## src/vga_pkg.sv

```systemverilog
package vga_pkg;

	//======================================================================
	// 640x480 VGA timing
	//======================================================================

	// Horizontal, in pixels
	localparam int H_ACTIVE = 640;
	localparam int H_FRONT  = 16;
	localparam int H_SYNC   = 96;
	localparam int H_BACK   = 48;
	localparam int H_TOTAL  = H_ACTIVE + H_FRONT + H_SYNC + H_BACK;

	// Vertical, in lines
	localparam int V_ACTIVE = 480;
	localparam int V_FRONT  = 10;
	localparam int V_SYNC   = 2;
	localparam int V_BACK   = 33;
	localparam int V_TOTAL  = V_ACTIVE + V_FRONT + V_SYNC + V_BACK;

	// Wide enough for 799 and 524
	localparam int COORD_W = 10;
	localparam int COLOR_W = 8;

	//======================================================================
	// Ball color and outline
	//======================================================================

	// Strong red, weak green and blue
	localparam int BALL_R_MIN  = 200;
	localparam int BALL_GB_MAX = 80;

	// Outline drawn in pure green
	localparam logic [COLOR_W-1:0] MARK_R = 8'd0;
	localparam logic [COLOR_W-1:0] MARK_G = 8'd255;
	localparam logic [COLOR_W-1:0] MARK_B = 8'd0;

	//======================================================================
	// Score bars and seven-segment readout
	//======================================================================

	// Bar rows, inclusive
	localparam int BAR_TOP    = 8;
	localparam int BAR_BOTTOM = 15;
	// Bar A grows right from here, bar B grows left from here
	localparam int BAR_LEFT   = 8;
	localparam int BAR_RIGHT  = 632;
	localparam int BAR_STEP   = 3;

	localparam int SCORE_W   = 7;
	localparam int SCORE_MAX = 99;

	// Packed as {r, g, b}
	localparam logic [3*COLOR_W-1:0] BAR_A_COLOR = {8'd255, 8'd255, 8'd255};
	localparam logic [3*COLOR_W-1:0] BAR_B_COLOR = {8'd255, 8'd255, 8'd0};

	// Active low, bit 0 is segment a
	localparam logic [6:0] SEG_DIGITS [10] = '{
		7'h40, 7'h79, 7'h24, 7'h30, 7'h19,
		7'h12, 7'h02, 7'h78, 7'h00, 7'h10
	};
	// Only segment g lit
	localparam logic [6:0] SEG_DASH = 7'h3f;

endpackage

```

## src/ball_detect.sv

```systemverilog
module ball_detect (
	input  logic                        vga_clk,
	input  logic                        rst_n,
	input  logic                        detect_en,
	input  logic [vga_pkg::COORD_W-1:0] pix_x,
	input  logic [vga_pkg::COORD_W-1:0] pix_y,
	input  logic                        pixel_req,
	input  logic                        hs,
	input  logic                        vs,
	input  logic [vga_pkg::COLOR_W-1:0] pix_r,
	input  logic [vga_pkg::COLOR_W-1:0] pix_g,
	input  logic [vga_pkg::COLOR_W-1:0] pix_b,
	output logic [vga_pkg::COLOR_W-1:0] mark_r,
	output logic [vga_pkg::COLOR_W-1:0] mark_g,
	output logic [vga_pkg::COLOR_W-1:0] mark_b,
	output logic [vga_pkg::COORD_W-1:0] mark_x,
	output logic [vga_pkg::COORD_W-1:0] mark_y,
	output logic                        mark_de,
	output logic                        mark_hs,
	output logic                        mark_vs,
	output logic                        ball_found,
	output logic [vga_pkg::COORD_W-1:0] ball_x,
	output logic [vga_pkg::COORD_W-1:0] ball_y
);

	// Timing delayed one cycle, lines up with the returned pixel
	logic [vga_pkg::COORD_W-1:0] d_x;
	logic [vga_pkg::COORD_W-1:0] d_y;
	logic                        d_de;
	logic                        d_hs;
	logic                        d_vs;

	// Box growing over the current frame
	logic [vga_pkg::COORD_W-1:0] run_x0;
	logic [vga_pkg::COORD_W-1:0] run_x1;
	logic [vga_pkg::COORD_W-1:0] run_y0;
	logic [vga_pkg::COORD_W-1:0] run_y1;
	logic                        run_hit;

	// Box of the previous frame
	logic [vga_pkg::COORD_W-1:0] box_x0;
	logic [vga_pkg::COORD_W-1:0] box_x1;
	logic [vga_pkg::COORD_W-1:0] box_y0;
	logic [vga_pkg::COORD_W-1:0] box_y1;

	logic [vga_pkg::COORD_W:0]   sum_x;
	logic [vga_pkg::COORD_W:0]   sum_y;
	logic                        is_ball;
	logic                        frame_end;
	logic                        in_xspan;
	logic                        in_yspan;
	logic                        on_edge;
	logic                        do_mark;

	//======================================================================
	// Classification
	//======================================================================

	assign is_ball = d_de && int'(pix_r) >= vga_pkg::BALL_R_MIN &&
		int'(pix_g) < vga_pkg::BALL_GB_MAX && int'(pix_b) < vga_pkg::BALL_GB_MAX;

	// First blank line, column 0
	assign frame_end = int'(d_y) == vga_pkg::V_ACTIVE && d_x == '0;

	// One extra bit so the midpoint does not overflow
	assign sum_x = {1'b0, run_x0} + {1'b0, run_x1};
	assign sum_y = {1'b0, run_y0} + {1'b0, run_y1};

	// Edge rows and columns, clipped to the box span
	assign in_xspan = d_x >= box_x0 && d_x <= box_x1;
	assign in_yspan = d_y >= box_y0 && d_y <= box_y1;
	assign on_edge  = ((d_y == box_y0 || d_y == box_y1) && in_xspan) ||
		((d_x == box_x0 || d_x == box_x1) && in_yspan);
	assign do_mark  = detect_en && ball_found && d_de && on_edge;

	//======================================================================
	// Control and box state
	//======================================================================

	always_ff @(posedge vga_clk) begin
		if (!rst_n) begin
			d_de       <= 1'b0;
			d_hs       <= 1'b1;
			d_vs       <= 1'b1;
			mark_de    <= 1'b0;
			mark_hs    <= 1'b1;
			mark_vs    <= 1'b1;
			run_hit    <= 1'b0;
			run_x0     <= '1;
			run_x1     <= '0;
			run_y0     <= '1;
			run_y1     <= '0;
			ball_found <= 1'b0;
			ball_x     <= '0;
			ball_y     <= '0;
		end else begin
			d_de    <= pixel_req;
			d_hs    <= hs;
			d_vs    <= vs;
			mark_de <= d_de;
			mark_hs <= d_hs;
			mark_vs <= d_vs;
			if (frame_end) begin
				// Publish the result, then restart the search
				ball_found <= run_hit;
				ball_x     <= sum_x[vga_pkg::COORD_W:1];
				ball_y     <= sum_y[vga_pkg::COORD_W:1];
				run_hit    <= 1'b0;
				run_x0     <= '1;
				run_x1     <= '0;
				run_y0     <= '1;
				run_y1     <= '0;
			end else if (is_ball) begin
				run_hit <= 1'b1;
				if (d_x < run_x0) begin
					run_x0 <= d_x;
				end
				if (d_x > run_x1) begin
					run_x1 <= d_x;
				end
				if (d_y < run_y0) begin
					run_y0 <= d_y;
				end
				if (d_y > run_y1) begin
					run_y1 <= d_y;
				end
			end
		end
	end

	//======================================================================
	// Pixel path
	//======================================================================

	always_ff @(posedge vga_clk) begin
		d_x    <= pix_x;
		d_y    <= pix_y;
		mark_x <= d_x;
		mark_y <= d_y;
		if (do_mark) begin
			mark_r <= vga_pkg::MARK_R;
			mark_g <= vga_pkg::MARK_G;
			mark_b <= vga_pkg::MARK_B;
		end else begin
			mark_r <= pix_r;
			mark_g <= pix_g;
			mark_b <= pix_b;
		end
		// Held for the whole next frame
		if (frame_end) begin
			box_x0 <= run_x0;
			box_x1 <= run_x1;
			box_y0 <= run_y0;
			box_y1 <= run_y1;
		end
	end

	// A reported ball always comes with a well-formed box
	a_box_order: assert property (@(posedge vga_clk) disable iff (!rst_n)
		ball_found |-> box_x0 <= box_x1 && box_y0 <= box_y1);

endmodule

```

## src/ball_tracker_top.sv

```systemverilog
module ball_tracker_top (
	input  logic                        vga_clk,
	input  logic                        rst_n,
	input  logic                        detect_en,
	input  logic                        overlay_en,
	input  logic [vga_pkg::SCORE_W-1:0] score_a,
	input  logic [vga_pkg::SCORE_W-1:0] score_b,
	// Frame store answer, one cycle after the request
	input  logic [vga_pkg::COLOR_W-1:0] pix_r,
	input  logic [vga_pkg::COLOR_W-1:0] pix_g,
	input  logic [vga_pkg::COLOR_W-1:0] pix_b,
	// Frame store request
	output logic [vga_pkg::COORD_W-1:0] pix_x,
	output logic [vga_pkg::COORD_W-1:0] pix_y,
	output logic                        pixel_req,
	// Monitor
	output logic [vga_pkg::COLOR_W-1:0] vga_r,
	output logic [vga_pkg::COLOR_W-1:0] vga_g,
	output logic [vga_pkg::COLOR_W-1:0] vga_b,
	output logic                        vga_hs,
	output logic                        vga_vs,
	output logic                        vga_blank_n,
	// Per-frame result
	output logic                        ball_found,
	output logic [vga_pkg::COORD_W-1:0] ball_x,
	output logic [vga_pkg::COORD_W-1:0] ball_y,
	// Seven-segment
	output logic [6:0]                  hex0,
	output logic [6:0]                  hex1,
	output logic [6:0]                  hex2,
	output logic [6:0]                  hex3
);

	//======================================================================
	// Stage wiring
	//======================================================================

	// Syncs from the timing generator
	logic                        tim_hs;
	logic                        tim_vs;
	// Detect stage to overlay stage
	logic [vga_pkg::COLOR_W-1:0] mark_r;
	logic [vga_pkg::COLOR_W-1:0] mark_g;
	logic [vga_pkg::COLOR_W-1:0] mark_b;
	logic [vga_pkg::COORD_W-1:0] mark_x;
	logic [vga_pkg::COORD_W-1:0] mark_y;
	logic                        mark_de;
	logic                        mark_hs;
	logic                        mark_vs;

	vga_timing vga_timing_inst (
		.vga_clk  (vga_clk  ),
		.rst_n    (rst_n    ),
		.pix_x    (pix_x    ),
		.pix_y    (pix_y    ),
		.pixel_req(pixel_req),
		.hs       (tim_hs   ),
		.vs       (tim_vs   )
	);

	ball_detect ball_detect_inst (
		.vga_clk   (vga_clk   ),
		.rst_n     (rst_n     ),
		.detect_en (detect_en ),
		.pix_x     (pix_x     ),
		.pix_y     (pix_y     ),
		.pixel_req (pixel_req ),
		.hs        (tim_hs    ),
		.vs        (tim_vs    ),
		.pix_r     (pix_r     ),
		.pix_g     (pix_g     ),
		.pix_b     (pix_b     ),
		.mark_r    (mark_r    ),
		.mark_g    (mark_g    ),
		.mark_b    (mark_b    ),
		.mark_x    (mark_x    ),
		.mark_y    (mark_y    ),
		.mark_de   (mark_de   ),
		.mark_hs   (mark_hs   ),
		.mark_vs   (mark_vs   ),
		.ball_found(ball_found),
		.ball_x    (ball_x    ),
		.ball_y    (ball_y    )
	);

	score_overlay score_overlay_inst (
		.vga_clk    (vga_clk    ),
		.rst_n      (rst_n      ),
		.overlay_en (overlay_en ),
		.score_a    (score_a    ),
		.score_b    (score_b    ),
		.mark_r     (mark_r     ),
		.mark_g     (mark_g     ),
		.mark_b     (mark_b     ),
		.mark_x     (mark_x     ),
		.mark_y     (mark_y     ),
		.mark_de    (mark_de    ),
		.mark_hs    (mark_hs    ),
		.mark_vs    (mark_vs    ),
		.vga_r      (vga_r      ),
		.vga_g      (vga_g      ),
		.vga_b      (vga_b      ),
		.vga_hs     (vga_hs     ),
		.vga_vs     (vga_vs     ),
		.vga_blank_n(vga_blank_n)
	);

	// Combinational, no clock
	score_hex score_hex_inst (
		.score_a(score_a),
		.score_b(score_b),
		.hex0   (hex0   ),
		.hex1   (hex1   ),
		.hex2   (hex2   ),
		.hex3   (hex3   )
	);

endmodule

```

## src/score_hex.sv

```systemverilog
module score_hex (
	input  logic [vga_pkg::SCORE_W-1:0] score_a,
	input  logic [vga_pkg::SCORE_W-1:0] score_b,
	output logic [6:0]                  hex0,
	output logic [6:0]                  hex1,
	output logic [6:0]                  hex2,
	output logic [6:0]                  hex3
);

	// Tens digit in the upper half, units in the lower
	function automatic logic [13:0] seg_pair(input logic [vga_pkg::SCORE_W-1:0] s);
		int tens;
		int units;
		// Out of range shows two dashes
		if (int'(s) > vga_pkg::SCORE_MAX) begin
			return {vga_pkg::SEG_DASH, vga_pkg::SEG_DASH};
		end
		tens  = int'(s) / 10;
		units = int'(s) % 10;
		// Leading zero stays lit
		return {vga_pkg::SEG_DIGITS[tens], vga_pkg::SEG_DIGITS[units]};
	endfunction

	//======================================================================
	// Digit mapping
	//======================================================================

	// Player A on the right pair
	assign {hex1, hex0} = seg_pair(score_a);
	// Player B on the left pair
	assign {hex3, hex2} = seg_pair(score_b);

endmodule

```

## src/score_overlay.sv

```systemverilog
module score_overlay (
	input  logic                        vga_clk,
	input  logic                        rst_n,
	input  logic                        overlay_en,
	input  logic [vga_pkg::SCORE_W-1:0] score_a,
	input  logic [vga_pkg::SCORE_W-1:0] score_b,
	input  logic [vga_pkg::COLOR_W-1:0] mark_r,
	input  logic [vga_pkg::COLOR_W-1:0] mark_g,
	input  logic [vga_pkg::COLOR_W-1:0] mark_b,
	input  logic [vga_pkg::COORD_W-1:0] mark_x,
	input  logic [vga_pkg::COORD_W-1:0] mark_y,
	input  logic                        mark_de,
	input  logic                        mark_hs,
	input  logic                        mark_vs,
	output logic [vga_pkg::COLOR_W-1:0] vga_r,
	output logic [vga_pkg::COLOR_W-1:0] vga_g,
	output logic [vga_pkg::COLOR_W-1:0] vga_b,
	output logic                        vga_hs,
	output logic                        vga_vs,
	output logic                        vga_blank_n
);

	// Bar lengths in pixels
	int   len_a;
	int   len_b;
	logic in_rows;
	logic in_bar_a;
	logic in_bar_b;

	// Scores saturate before scaling
	assign len_a = vga_pkg::BAR_STEP *
		((int'(score_a) > vga_pkg::SCORE_MAX) ? vga_pkg::SCORE_MAX : int'(score_a));
	assign len_b = vga_pkg::BAR_STEP *
		((int'(score_b) > vga_pkg::SCORE_MAX) ? vga_pkg::SCORE_MAX : int'(score_b));

	assign in_rows = overlay_en &&
		int'(mark_y) >= vga_pkg::BAR_TOP && int'(mark_y) <= vga_pkg::BAR_BOTTOM;

	// Bar A from the left edge
	assign in_bar_a = in_rows && int'(mark_x) >= vga_pkg::BAR_LEFT &&
		int'(mark_x) < vga_pkg::BAR_LEFT + len_a;
	// Bar B ends at the right edge
	assign in_bar_b = in_rows && int'(mark_x) >= vga_pkg::BAR_RIGHT - len_b &&
		int'(mark_x) < vga_pkg::BAR_RIGHT;

	//======================================================================
	// Output register
	//======================================================================

	always_ff @(posedge vga_clk) begin
		if (!rst_n) begin
			{vga_r, vga_g, vga_b} <= '0;
			vga_hs      <= 1'b1;
			vga_vs      <= 1'b1;
			vga_blank_n <= 1'b0;
		end else begin
			vga_hs      <= mark_hs;
			vga_vs      <= mark_vs;
			vga_blank_n <= mark_de;
			if (!mark_de) begin
				// Black during blanking
				{vga_r, vga_g, vga_b} <= '0;
			end else if (in_bar_a) begin
				{vga_r, vga_g, vga_b} <= vga_pkg::BAR_A_COLOR;
			end else if (in_bar_b) begin
				{vga_r, vga_g, vga_b} <= vga_pkg::BAR_B_COLOR;
			end else begin
				{vga_r, vga_g, vga_b} <= {mark_r, mark_g, mark_b};
			end
		end
	end

endmodule

```

## src/vga_timing.sv

```systemverilog
module vga_timing (
	input  logic                        vga_clk,
	input  logic                        rst_n,
	output logic [vga_pkg::COORD_W-1:0] pix_x,
	output logic [vga_pkg::COORD_W-1:0] pix_y,
	output logic                        pixel_req,
	output logic                        hs,
	output logic                        vs
);

	// Raster position
	logic [vga_pkg::COORD_W-1:0] h_cnt;
	logic [vga_pkg::COORD_W-1:0] v_cnt;

	// Decodes of the current position
	logic h_last;
	logic v_last;
	logic active;
	logic h_sync_on;
	logic v_sync_on;

	assign h_last = int'(h_cnt) == vga_pkg::H_TOTAL - 1;
	assign v_last = int'(v_cnt) == vga_pkg::V_TOTAL - 1;
	assign active = int'(h_cnt) < vga_pkg::H_ACTIVE && int'(v_cnt) < vga_pkg::V_ACTIVE;

	// Sync windows start right after the front porch
	assign h_sync_on = int'(h_cnt) >= vga_pkg::H_ACTIVE + vga_pkg::H_FRONT &&
		int'(h_cnt) < vga_pkg::H_ACTIVE + vga_pkg::H_FRONT + vga_pkg::H_SYNC;
	assign v_sync_on = int'(v_cnt) >= vga_pkg::V_ACTIVE + vga_pkg::V_FRONT &&
		int'(v_cnt) < vga_pkg::V_ACTIVE + vga_pkg::V_FRONT + vga_pkg::V_SYNC;

	//======================================================================
	// Counters
	//======================================================================

	always_ff @(posedge vga_clk) begin
		if (!rst_n) begin
			h_cnt <= '0;
			v_cnt <= '0;
		end else if (h_last) begin
			h_cnt <= '0;
			// Line wrap, frame wrap on the last line
			if (v_last) begin
				v_cnt <= '0;
			end else begin
				v_cnt <= v_cnt + 1'b1;
			end
		end else begin
			h_cnt <= h_cnt + 1'b1;
		end
	end

	//======================================================================
	// Registered outputs
	//======================================================================

	always_ff @(posedge vga_clk) begin
		if (!rst_n) begin
			pix_x     <= '0;
			pix_y     <= '0;
			pixel_req <= 1'b0;
			hs        <= 1'b1;
			vs        <= 1'b1;
		end else begin
			pix_x     <= h_cnt;
			pix_y     <= v_cnt;
			// Request a pixel only inside 640x480
			pixel_req <= active;
			// Syncs active low
			hs        <= !h_sync_on;
			vs        <= !v_sync_on;
		end
	end

	// Line counter wraps before the period ends
	a_h_range: assert property (@(posedge vga_clk) disable iff (!rst_n)
		int'(h_cnt) < vga_pkg::H_TOTAL);

endmodule
```

## config.mk

```make
export PLATFORM = sky130hd
export DESIGN_NAME = ball_tracker_top
export DESIGN_NICKNAME = d
export VERILOG_FILES = /design/src/vga_pkg.sv /design/src/ball_detect.sv /design/src/ball_tracker_top.sv /design/src/score_hex.sv /design/src/score_overlay.sv /design/src/vga_timing.sv
export SDC_FILE = /design/constraint.sdc
export NUM_CORES = 1
export LEC_CHECK = 0
export ABC_AREA = 1
export BUFFER_PORTS_ARGS = -buffer_cell sky130_fd_sc_hd__buf_2
export CAP_MARGIN = 10
export CORE_MARGIN = 1
export CORE_UTILIZATION = 40
export DETAILED_ROUTE_END_ITERATION = 16
export GPL_TIMING_DRIVEN = 0
export SYNTH_ARGS = -nofsm -noshare
export SYNTH_HDL_FRONTEND = slang
export SYNTH_SLANG_ARGS = --single-unit
```

## constraint.sdc

```tcl
create_clock -name vga_clk -period 4.2 [get_ports vga_clk]
set_input_delay 0.63 -clock vga_clk [delete_from_list [all_inputs] [get_ports vga_clk]]
set_output_delay 0.63 -clock vga_clk [all_outputs]
set_load 0.1 [all_outputs]
```

Word level (Yosys, flattened, before mapping) --
Memories as Yosys holds them, arrays and structs flattened. Cells that the tools add are included.
Cells by class: divide/modulo/power cells 4, reductions and logical operators 33, equality and inequality tests 7, $add $sub $neg 6, multipliers 2, bitwise operators 5, multiplexer cells 23, magnitude comparators 29
Operators by type and width (number):
- $ge A32 B5 Y1 const B | 4
- $not A32 Y32 | 4
- $mux W7 | 10
- $div A8 B5 Y32 const B | 2
- $mod A8 B5 Y32 const B | 2
- $mul A3 B32 Y32 const A | 2
- $mux W14 | 4
- $mux W8 | 6
- $eq A10 B10 Y1 | 4
- $add A5 B32 Y32 const A | 1
- $ge A11 B32 Y1 | 1
- $lt A11 B32 Y1 | 1
- $sub A11 B32 Y32 const A | 1
- $lt A10 B10 Y1 const B | 3
- $add A10 B10 Y11 | 2
- $add A10 B1 Y10 const B | 2
- $eq A10 B10 Y1 const B | 2
- $ge A10 B10 Y1 | 2
- $ge A10 B4 Y1 const B | 2
- $gt A10 B10 Y1 | 2
- $le A10 B10 Y1 | 2
- $logic_and A1 B1 Y1 | 20
- $lt A10 B10 Y1 | 2
- $lt A10 B9 Y1 const B | 2
- other kinds (15) | 26
Word-level totals: bits of input ports 42, ROM bits 448, register bits 242, word-level logic and storage cells 151, memories kept 4
Memories:
- (name not given) | depth 16, bits a word 7, rd ports 1, clocked after Yosys merged registers in 0, wr ports 0, RTL line score_hex.sv:21 | return {vga_pkg::SEG_DIGITS[tens], vga_pkg::SEG_DIGITS[units]};
- (name not given) | depth 16, bits a word 7, rd ports 1, clocked after Yosys merged registers in 0, wr ports 0, RTL line score_hex.sv:21
- (name not given) | depth 16, bits a word 7, rd ports 1, clocked after Yosys merged registers in 0, wr ports 0, RTL line score_hex.sv:21
- (name not given) | depth 16, bits a word 7, rd ports 1, clocked after Yosys merged registers in 0, wr ports 0, RTL line score_hex.sv:21

Depth between registers and ports, before layout --
Gate-level depths: netlist (run 1).
depth after elaboration 9, depth in mapped cells 28, depth with buffers taken out 27

Modules after synthesis --
From an unflattened synthesis (run 1), not the netlist that was laid out.
Unflattened totals: cells, all modules 1812, area, all modules 14084.8 µm²
By module, submodules not included:
- ball_detect | instances 1, cells an instance 968, area each 8179.1 µm²
- score_overlay | instances 1, cells an instance 283, area each 2255.9 µm²
- vga_timing | instances 1, cells an instance 247, area each 1836.8 µm²
- score_hex | instances 1, cells an instance 314, area each 1813.0 µm²

Worst setup path before layout (run 1) --
No wires, ideal clock.
kind input port to output port, start input port score_b[5] in the netlist's numbering, end output port hex3[4], required time 3.570 ns, buffers on the path 1, slack -1.897 ns, stages on the path 13, data arrival time 5.467 ns, cell sequence buf_4 -> inv_1 -> nand2_1 -> ha_1 -> o21bai_4 -> nand2_2 -> inv_2 -> nand2_4 -> nand2_2 -> nand2_2 -> nor2_4 -> nand2_4 -> o311ai_0
Between the ends: cells in the longest elaborated chain, start to end 6
RTL lines:
- start: declaration | RTL line ball_tracker_top.sv:7 | input logic [vga_pkg::SCORE_W-1:0] score_b,
- $div A8 B5 Y32 | RTL line score_hex.sv:18 | tens = int'(s) / 10;
- $not A32 Y32 (not written as such) | RTL line score_hex.sv:21
- $mem_v2 Z16 W7
- $mux W7 (not written as such) (2 in a row) | RTL line score_hex.sv:21
- $mux W14 * | RTL line score_hex.sv:18
- end: declaration | RTL line ball_tracker_top.sv:31 | output logic [6:0] hex3
Every way passes the cells marked *; elsewhere a longest branch is shown, timed or not. The select of a mux whose other input is x is not followed.

Final worst setup path (run 1) --
start input port score_b[5] in the netlist's numbering, end output port hex3[3]
The elaborated chain is that of the path after synthesis.

==> results of run 1 <==
## repair_timing
action,in CTS,in global routing
setup buffers,6,21
gates resized for setup,36,56
setup endpoints to repair,40,48
pin swaps,4,20
## report_power, final
part	switching (W)	internal, W	total [W]
clock network	0.000880	0.00126	0.00214
registers	0.0000156	0.00235	0.00236
logic	0.00101	0.000426	0.00143
## cells in the final DEF (no fill, tap or decap), types with 7 or more instances in the layout
cell type,n
nand4_1,21
nand2_4,21
edfxtp_1,40
nand2_1,221
inv_1,277
nand3_2,11
buf_2,124
xor2_1,14
ha_1,163
o21a_1,7
nor4_1,8
a31oi_1,7
o21ai_0,57
dfxtp_1,199
or2_2,17
clkbuf_1,29
clkbuf_16,26
o21ai_2,7
nand3_1,65
inv_2,13
buf_4,35
o211ai_1,24
nor3_1,20
a21oi_1,106
nor2_1,119
nand2_2,34
xnor2_1,7
## path summary, 6_finish.rpt
path                                              endpoint  cells after the start
worst max-delay path                               hex3[3]                     21
worst min-delay path            ball_detect_inst.mark_g[1]                      2
worst max register to register  ball_detect_inst.mark_b[6]                     12
worst min register to register     ball_detect_inst.d_x[8]                      0
## through the flow
step                        util  setup slack, ns  power, W
after floorplan                -          -0.5801  0.003505
after global placement    0.4524           -1.703  0.003690
after detailed placement  0.4532          -0.8676  0.003709
after CTS                 0.4832        0.0006861  0.005901
after global routing      0.4939         -0.03001  0.006184
final                     0.4939           0.1545  0.005932
## per-layer routing
layer  GRT usage  routed length (microns)
met1      0.2166                    13390
met2      0.3189                    14520
met4     0.03900                      469
met5           0                        0
met3     0.02820                     1319
## logic make-up after synthesis
kind of cell | count (synthesis)
xor gates and xnor gates | 23
adders and majority gates | 170
buffers and inverters | 335
AOI/OAI and AO/OA | 258
DFF | 239
and+or+nand+nor | 561
## flip-flops by register name, indices dropped and copies added, names as in the netlist, 10 cells and up
signal,flops
vga_timing_inst.h_cnt,10
ball_detect_inst.run_x1,10
ball_detect_inst.run_y0,10
ball_detect_inst.ball_y,10
ball_detect_inst.run_x0,10
ball_detect_inst.d_x,10
ball_detect_inst.box_y0,10
ball_detect_inst.ball_x,10
ball_detect_inst.box_y1,10
vga_timing_inst.v_cnt,10
vga_timing_inst.pix_y,10
ball_detect_inst.mark_x,10
ball_detect_inst.box_x1,10
ball_detect_inst.run_y1,10
vga_timing_inst.pix_x,10
ball_detect_inst.box_x0,10
ball_detect_inst.d_y,10
## cell type report
| class | instances | area, sq um |
|---|---|---|
| buffer | 34 | 176.4 |
| clock inverter | 8 | 71.32 |
| tap | 435 | 544.3 |
| clock buffer | 35 | 724.4 |
| sequential | 239 | 5185 |
| timing repair buffer | 164 | 985.9 |
| multi-input combinational | 1012 | 6904 |
| fill | 3138 | 16140 |
| inverter | 301 | 1154 |
==> flow_summary.ini, run 1 <==
[logic_synthesis]
synth_area_leader_cell = dfxtp_1
ys_seq_elements = 239
synthesis.instances = 1586
synth_mux_area_frac = 0
synth.distinct_cells = 56
synthTopCellsByArea = dfxtp_1 (30%), ha_1 (16%), edfxtp_1 (9.2%)
synth_compound_area_frac = 0.1160
yosysMostFrequentCell = inv_1
syn_nets = 1798
synthXorXnorAreaFrac = 0.01655
synth_top_family_by_area = simple AND/OR/NAND/NOR gates
syn-mean-instance-area_sq_um = 8.246
synth-simple-area-share = 0.2080
synth_area_sq_um = 13080
ys.flop_type = dfxtp_1
ys_warn_count = 0
yosysSeqAreaShare = 0.3965
synth-edff-count = 40
async_flop_share = 0
synthAdderAreaFrac = 0.1655
synth_common_cells = inv_1 (284), nand2_1 (234), dfxtp_1 (199)
synth_top_area_share = 0.3046

[place]
portBuffers = 136
gp_congestion = 0.8846
dp_cells = 2158
dp_hpwl_microns = 23240
dpl_cell_area_sq_um = 14450

[setup_path]
worst-setup-path-type = in -> out
crit_path_start_kind = input pin
worstPathMaxFanout = 8
crit_start = score_b[5]
crit_buf_inv = 5
cpMostUsedCell = nand2_2
path_cells = buf_4, inv_4, nand2_2, ha_4, o21bai_4, nand2_2, inv_2, nand2_4, nand2_2, nand2_2, nor2_4, nand2_4, nand2_1, nand3_1, nand2_4, nand3_4, ha_1, nand2_1, inv_1, o21ai_4, buf_2
path_delay_family = simple AND/OR/NAND/NOR gates
cpPeakStageDelay_ns = 0.44
r2r-start = ball_detect_inst.d_x[0]
crit_arrival_ns = 3.42
r2r_slack_ns = 1.36
cp_slowest_cell = buf_2
worstPathRequired_ns = 3.57
cp-end-kind = primary output

[global_route]
grt_max_degree = 31
first_global_vias = 10240
gr-total-overflow = 0
antenna_found_initial = 0
gr-usage-all-layers = 0.1754
grt_first_pass_wirelength_microns = 48460

[floorplan]
design.die.area_sq_um = 33420
pin_count = 139
die_w_microns = 182.8
core_area_sq_um = 31880
placement_rows = 65
start_util = 0.4102
die_height_microns = 182.8

[drt]
viasPerCell = 4.776
post-route-drc-count = 0
wl_microns = 29700
vias = 10640
first_pass_iters = 5
avgRoutedWirePerCell_microns = 13.33
first_iter_violations = 345
ant_nets = 0

[clock_tree]
h-tree-depth = 1
clockRootBuffer = clkbuf_16
clkTransAtPathRegs_ns = 0.06
cts_tree = done
insertion_delay_ns = 0.52
cts_buffer_depth = 3
cts_buffers = 24
cts_sinks = 239
ctsHoldBuffers = 0

[sta]
final-max-slew-violation-count = 0
fin_crit_sh = 0.9632
max_freq_mhz = 247.2
setup-violations-final = 0
finalCriticalPeriod_ns = 4.045
final.setup_skew_ns = 0.01353
rsz0062_at_grt = yes
slew_headroom = 0.4965
finalSetupTns_ns = 0
finalHoldViolCount = 0
worstMarginPinSlew_ns = 0.7553
hold_slack_ns = 0.2992

[run]
maxCapViolCount = 0

[run_status]
status = complete, no violations

[power_and_ir_drop]
ir_worst_vdd_uv = 324.1
p_leak_nw = 8.115
powerDensity_nw_per_um2 = 376.8

[finish]
final_cells = 2228
layout.nets = 1988
final_cell_area_sq_um = 15750
diodes = 0
area_growth_pct = 20.40
drive_gt1_frac = 0.1985

[worst_hold_path]
hold_start = pix_g[1]
hp-class = in -> reg
No activity file was read; power rests on OpenSTA's default activity.
==> inputs of run 2 (changes only) <==
Settings changed: ABC_AREA 1 to default, CORE_MARGIN 1 to default.
==> run 2 against run 1 <==
  * The flow now finishes with violations (negative setup slack)
  * Power is 0.72% higher
  * Register-to-register slack lost 0.60 ns
  * Sequential share of layout area down 0.78 points
  * Sequential cell count is the same
  * Non-clock buffer count increased by 18
  * Wire length is 3.1% higher
  * Via count decreased by 3.3%
  * Clock skew is 0.014 ns higher
  * Sequential power hardly changed
  * Utilization up 1.5 points
  * Largest power group unchanged
==> flow_summary.ini, run 2 <==
[drt]
avgRoutedWirePerCell_microns = 15.35
post-route-drc-count = 0
viasPerCell = 5.161
vias = 10290
wl_microns = 30620
first_pass_iters = 5
ant_nets = 0
first_iter_violations = 446

[logic_synthesis]
synth-edff-count = 40
ys.flop_type = dfxtp_1
ys_seq_elements = 239
synth_area_sq_um = 12990
synth_area_leader_cell = dfxtp_1
syn_nets = 1592
yosysSeqAreaShare = 0.3992
async_flop_share = 0
synthesis.instances = 1380
synth_common_cells = dfxtp_1 (199), ha_1 (165), inv_1 (128)
synth_top_area_share = 0.3067
syn-mean-instance-area_sq_um = 9.413
ys_warn_count = 0
yosysMostFrequentCell = dfxtp_1
synthTopCellsByArea = dfxtp_1 (31%), ha_1 (16%), edfxtp_1 (9.2%)
synth.distinct_cells = 86

[finish]
layout.nets = 1785
fin_util = 0.5084
layout.cells.most_common = dfxtp_1
diodes = 0
drive_gt1_frac = 0.2035
area_growth_pct = 24.14
final_cells = 1994
layout_common_cells = dfxtp_1 (199), ha_1 (156), inv_1 (121), buf_2 (113), nand2_1 (89)

[place]
dp_hpwl_microns = 23280
dp_cells = 1915
place_ws_ns = -0.6602
portBuffers = 132
gp_congestion = 0.8708

[setup_path]
worstPathRequired_ns = 3.57
path_cells = buf_12, nor2_4, inv_2, ha_4, nand2b_4, or4_4, nand3_4, nor3b_4, maj3_2, a21boi_4, xnor2_2, ha_2, nor2b_1, a222oi_1, o21ai_4, buf_12
crit_path_start_kind = input pin
cp_slowest_cell = or4_4
crit_buf_inv = 3
worstPathMaxFanout = 6
worst-setup-path-type = in -> out
cpMostUsedCell = buf_12
cp-end-kind = primary output
crit_arrival_ns = 3.59
cpPeakStageDelay_ns = 0.49
path_delay_family = simple AND/OR/NAND/NOR gates

[run_status]
violations = negative setup slack
status = finished with violations

[floorplan]
die_w_microns = 182.2
die_height_microns = 182.2
design.die.area_sq_um = 33200
core_area_sq_um = 31720
pin_count = 139
start_util = 0.4095
placement_rows = 65

[clock_tree]
h-tree-depth = 1
clkTransAtPathRegs_ns = 0.06
cts_buffers = 25
clockRootBuffer = clkbuf_16
cts_tree = done
cts_sinks = 239
cts_buffer_depth = 3
ctsHoldBuffers = 0
insertion_delay_ns = 0.53

[global_route]
gr-usage-all-layers = 0.1830
gr-total-overflow = 0
first_global_vias = 10070
grt_first_pass_wirelength_microns = 49970
grt_max_degree = 27
antenna_found_initial = 0

[power_and_ir_drop]
power.internal_w = 0.004199
combPwrFrac = 0.218
powerDensity_nw_per_um2 = 370.5
swShare = 0.2972
p_sw_w = 0.001776
p_leak_nw = 7.548
ir_worst_vdd_uv = 307.1
seq_power_share = 0.395
p_clk_frac = 0.387

[sta]
rsz0062_at_grt = yes
timing.final.ws_setup_ns = -0.01836
hold_slack_ns = 0.3015
final-max-slew-violation-count = 0
fin_crit_sh = 1.004
worstMarginPinSlew_ns = 1.046
max_freq_mhz = 237.1
setup-violations-final = 1
finalHoldViolCount = 0
slew_headroom = 0.2975
final.setup_skew_ns = 0.02740
finalCriticalPeriod_ns = 4.218

[worst_hold_path]
hp-class = in -> reg

[run]
maxCapViolCount = 0
-- run 2: cell types whose count changed after synthesis, sizes merged, moves of 12 or more --
cell | previous run | this run
nand2b | 0 | 35
or2 | 17 | 5
a21oi | 113 | 45
nor2 | 125 | 83
xnor2 | 7 | 22
nand3 | 79 | 44
a21o | 5 | 30
nor2b | 0 | 25
nand2 | 278 | 93
inv | 298 | 130
o211ai | 24 | 7
and2 | 2 | 48
o21a | 7 | 38
mux2i | 0 | 46
-- run 2: path summary, 6_finish.rpt --
kind                                endpoint  cells past startpoint  slack, ns                startpoint
setup / recovery                     hex2[5]                     16      -0.02                score_b[4]
hold / removal    ball_detect_inst.mark_g[2]                      2       0.30                  pix_g[2]
hold reg to reg      ball_detect_inst.d_y[0]                      0       0.35  vga_timing_inst.pix_y[0]
setup reg to reg  ball_detect_inst.ball_y[7]                      9       0.76   ball_detect_inst.d_y[8]
-- run 2: metrics by stage --
| stage | power, W | cell area, sq um | TNS [ns] |
|---|---|---|---|
| after floorplan | 0.003367 | 13430 | -1.096 |
| after global placement | 0.003544 | 14590 | -42.45 |
| after detailed placement | 0.003561 | 14610 | -21.29 |
| after CTS | 0.005957 | 15780 | -0.08970 |
| after global routing | 0.006219 | 16130 | -0.3429 |
| final | 0.005975 | 16130 | -0.01836 |
-- run 2: power by group through the flow --
| stage | sequential (W) | clock, W | combinational, W |
|---|---|---|---|
| floorplan | 0.00245 | 0 | 0.000916 |
| global placement | 0.00241 | 0 | 0.00113 |
| detailed placement | 0.00241 | 0 | 0.00115 |
| CTS | 0.00236 | 0.00236 | 0.00124 |
| global route | 0.00236 | 0.00245 | 0.00140 |
| finish | 0.00236 | 0.00231 | 0.00130 |
-- run 2: routing by layer --
metal / vias to the layer above / share of wire / global-route usage / wire length (microns)
li1: 5224 / - / - / -
met1: 4831 / 0.46 / 0.2298 / 13950
met2: 192 / 0.49 / 0.3274 / 14960
met3: 45 / 0.038 / 0.02594 / 1156
met4: 0 / 0.018 / 0.04672 / 559
met5: - / 0 / 0 / 0
-- run 2: cell type report --
cell class | count | area [sq um]
flip-flops and latches | 239 | 5185
plain buffers | 49 | 275.3
repair buffers | 167 | 1114
fillers | 2938 | 15590
clock buffers | 38 | 809.5
multi-input cells | 960 | 7666
well taps | 402 | 503.0
clock inverters | 8 | 76.32
inverters | 131 | 496.7
-- run 2: kinds of logic after synthesis --
kind of cell    Yosys count  synth area share
simple gates            424            0.1687
compound gates          276            0.1448
flops                   239            0.3992
buf+inv                 181           0.05490
fa+ha+maj               173            0.1690
mux                      48           0.03718
xor+xnor                 39           0.02629
-- run 2: repair_timing --
action                                  in CTS  in global routing
hold endpoints to repair                     0                  0
pin swaps                                   13                 15
buffers inserted                            15                 19
endpoints found under the setup margin      40                 49
resized for setup                           45                 58
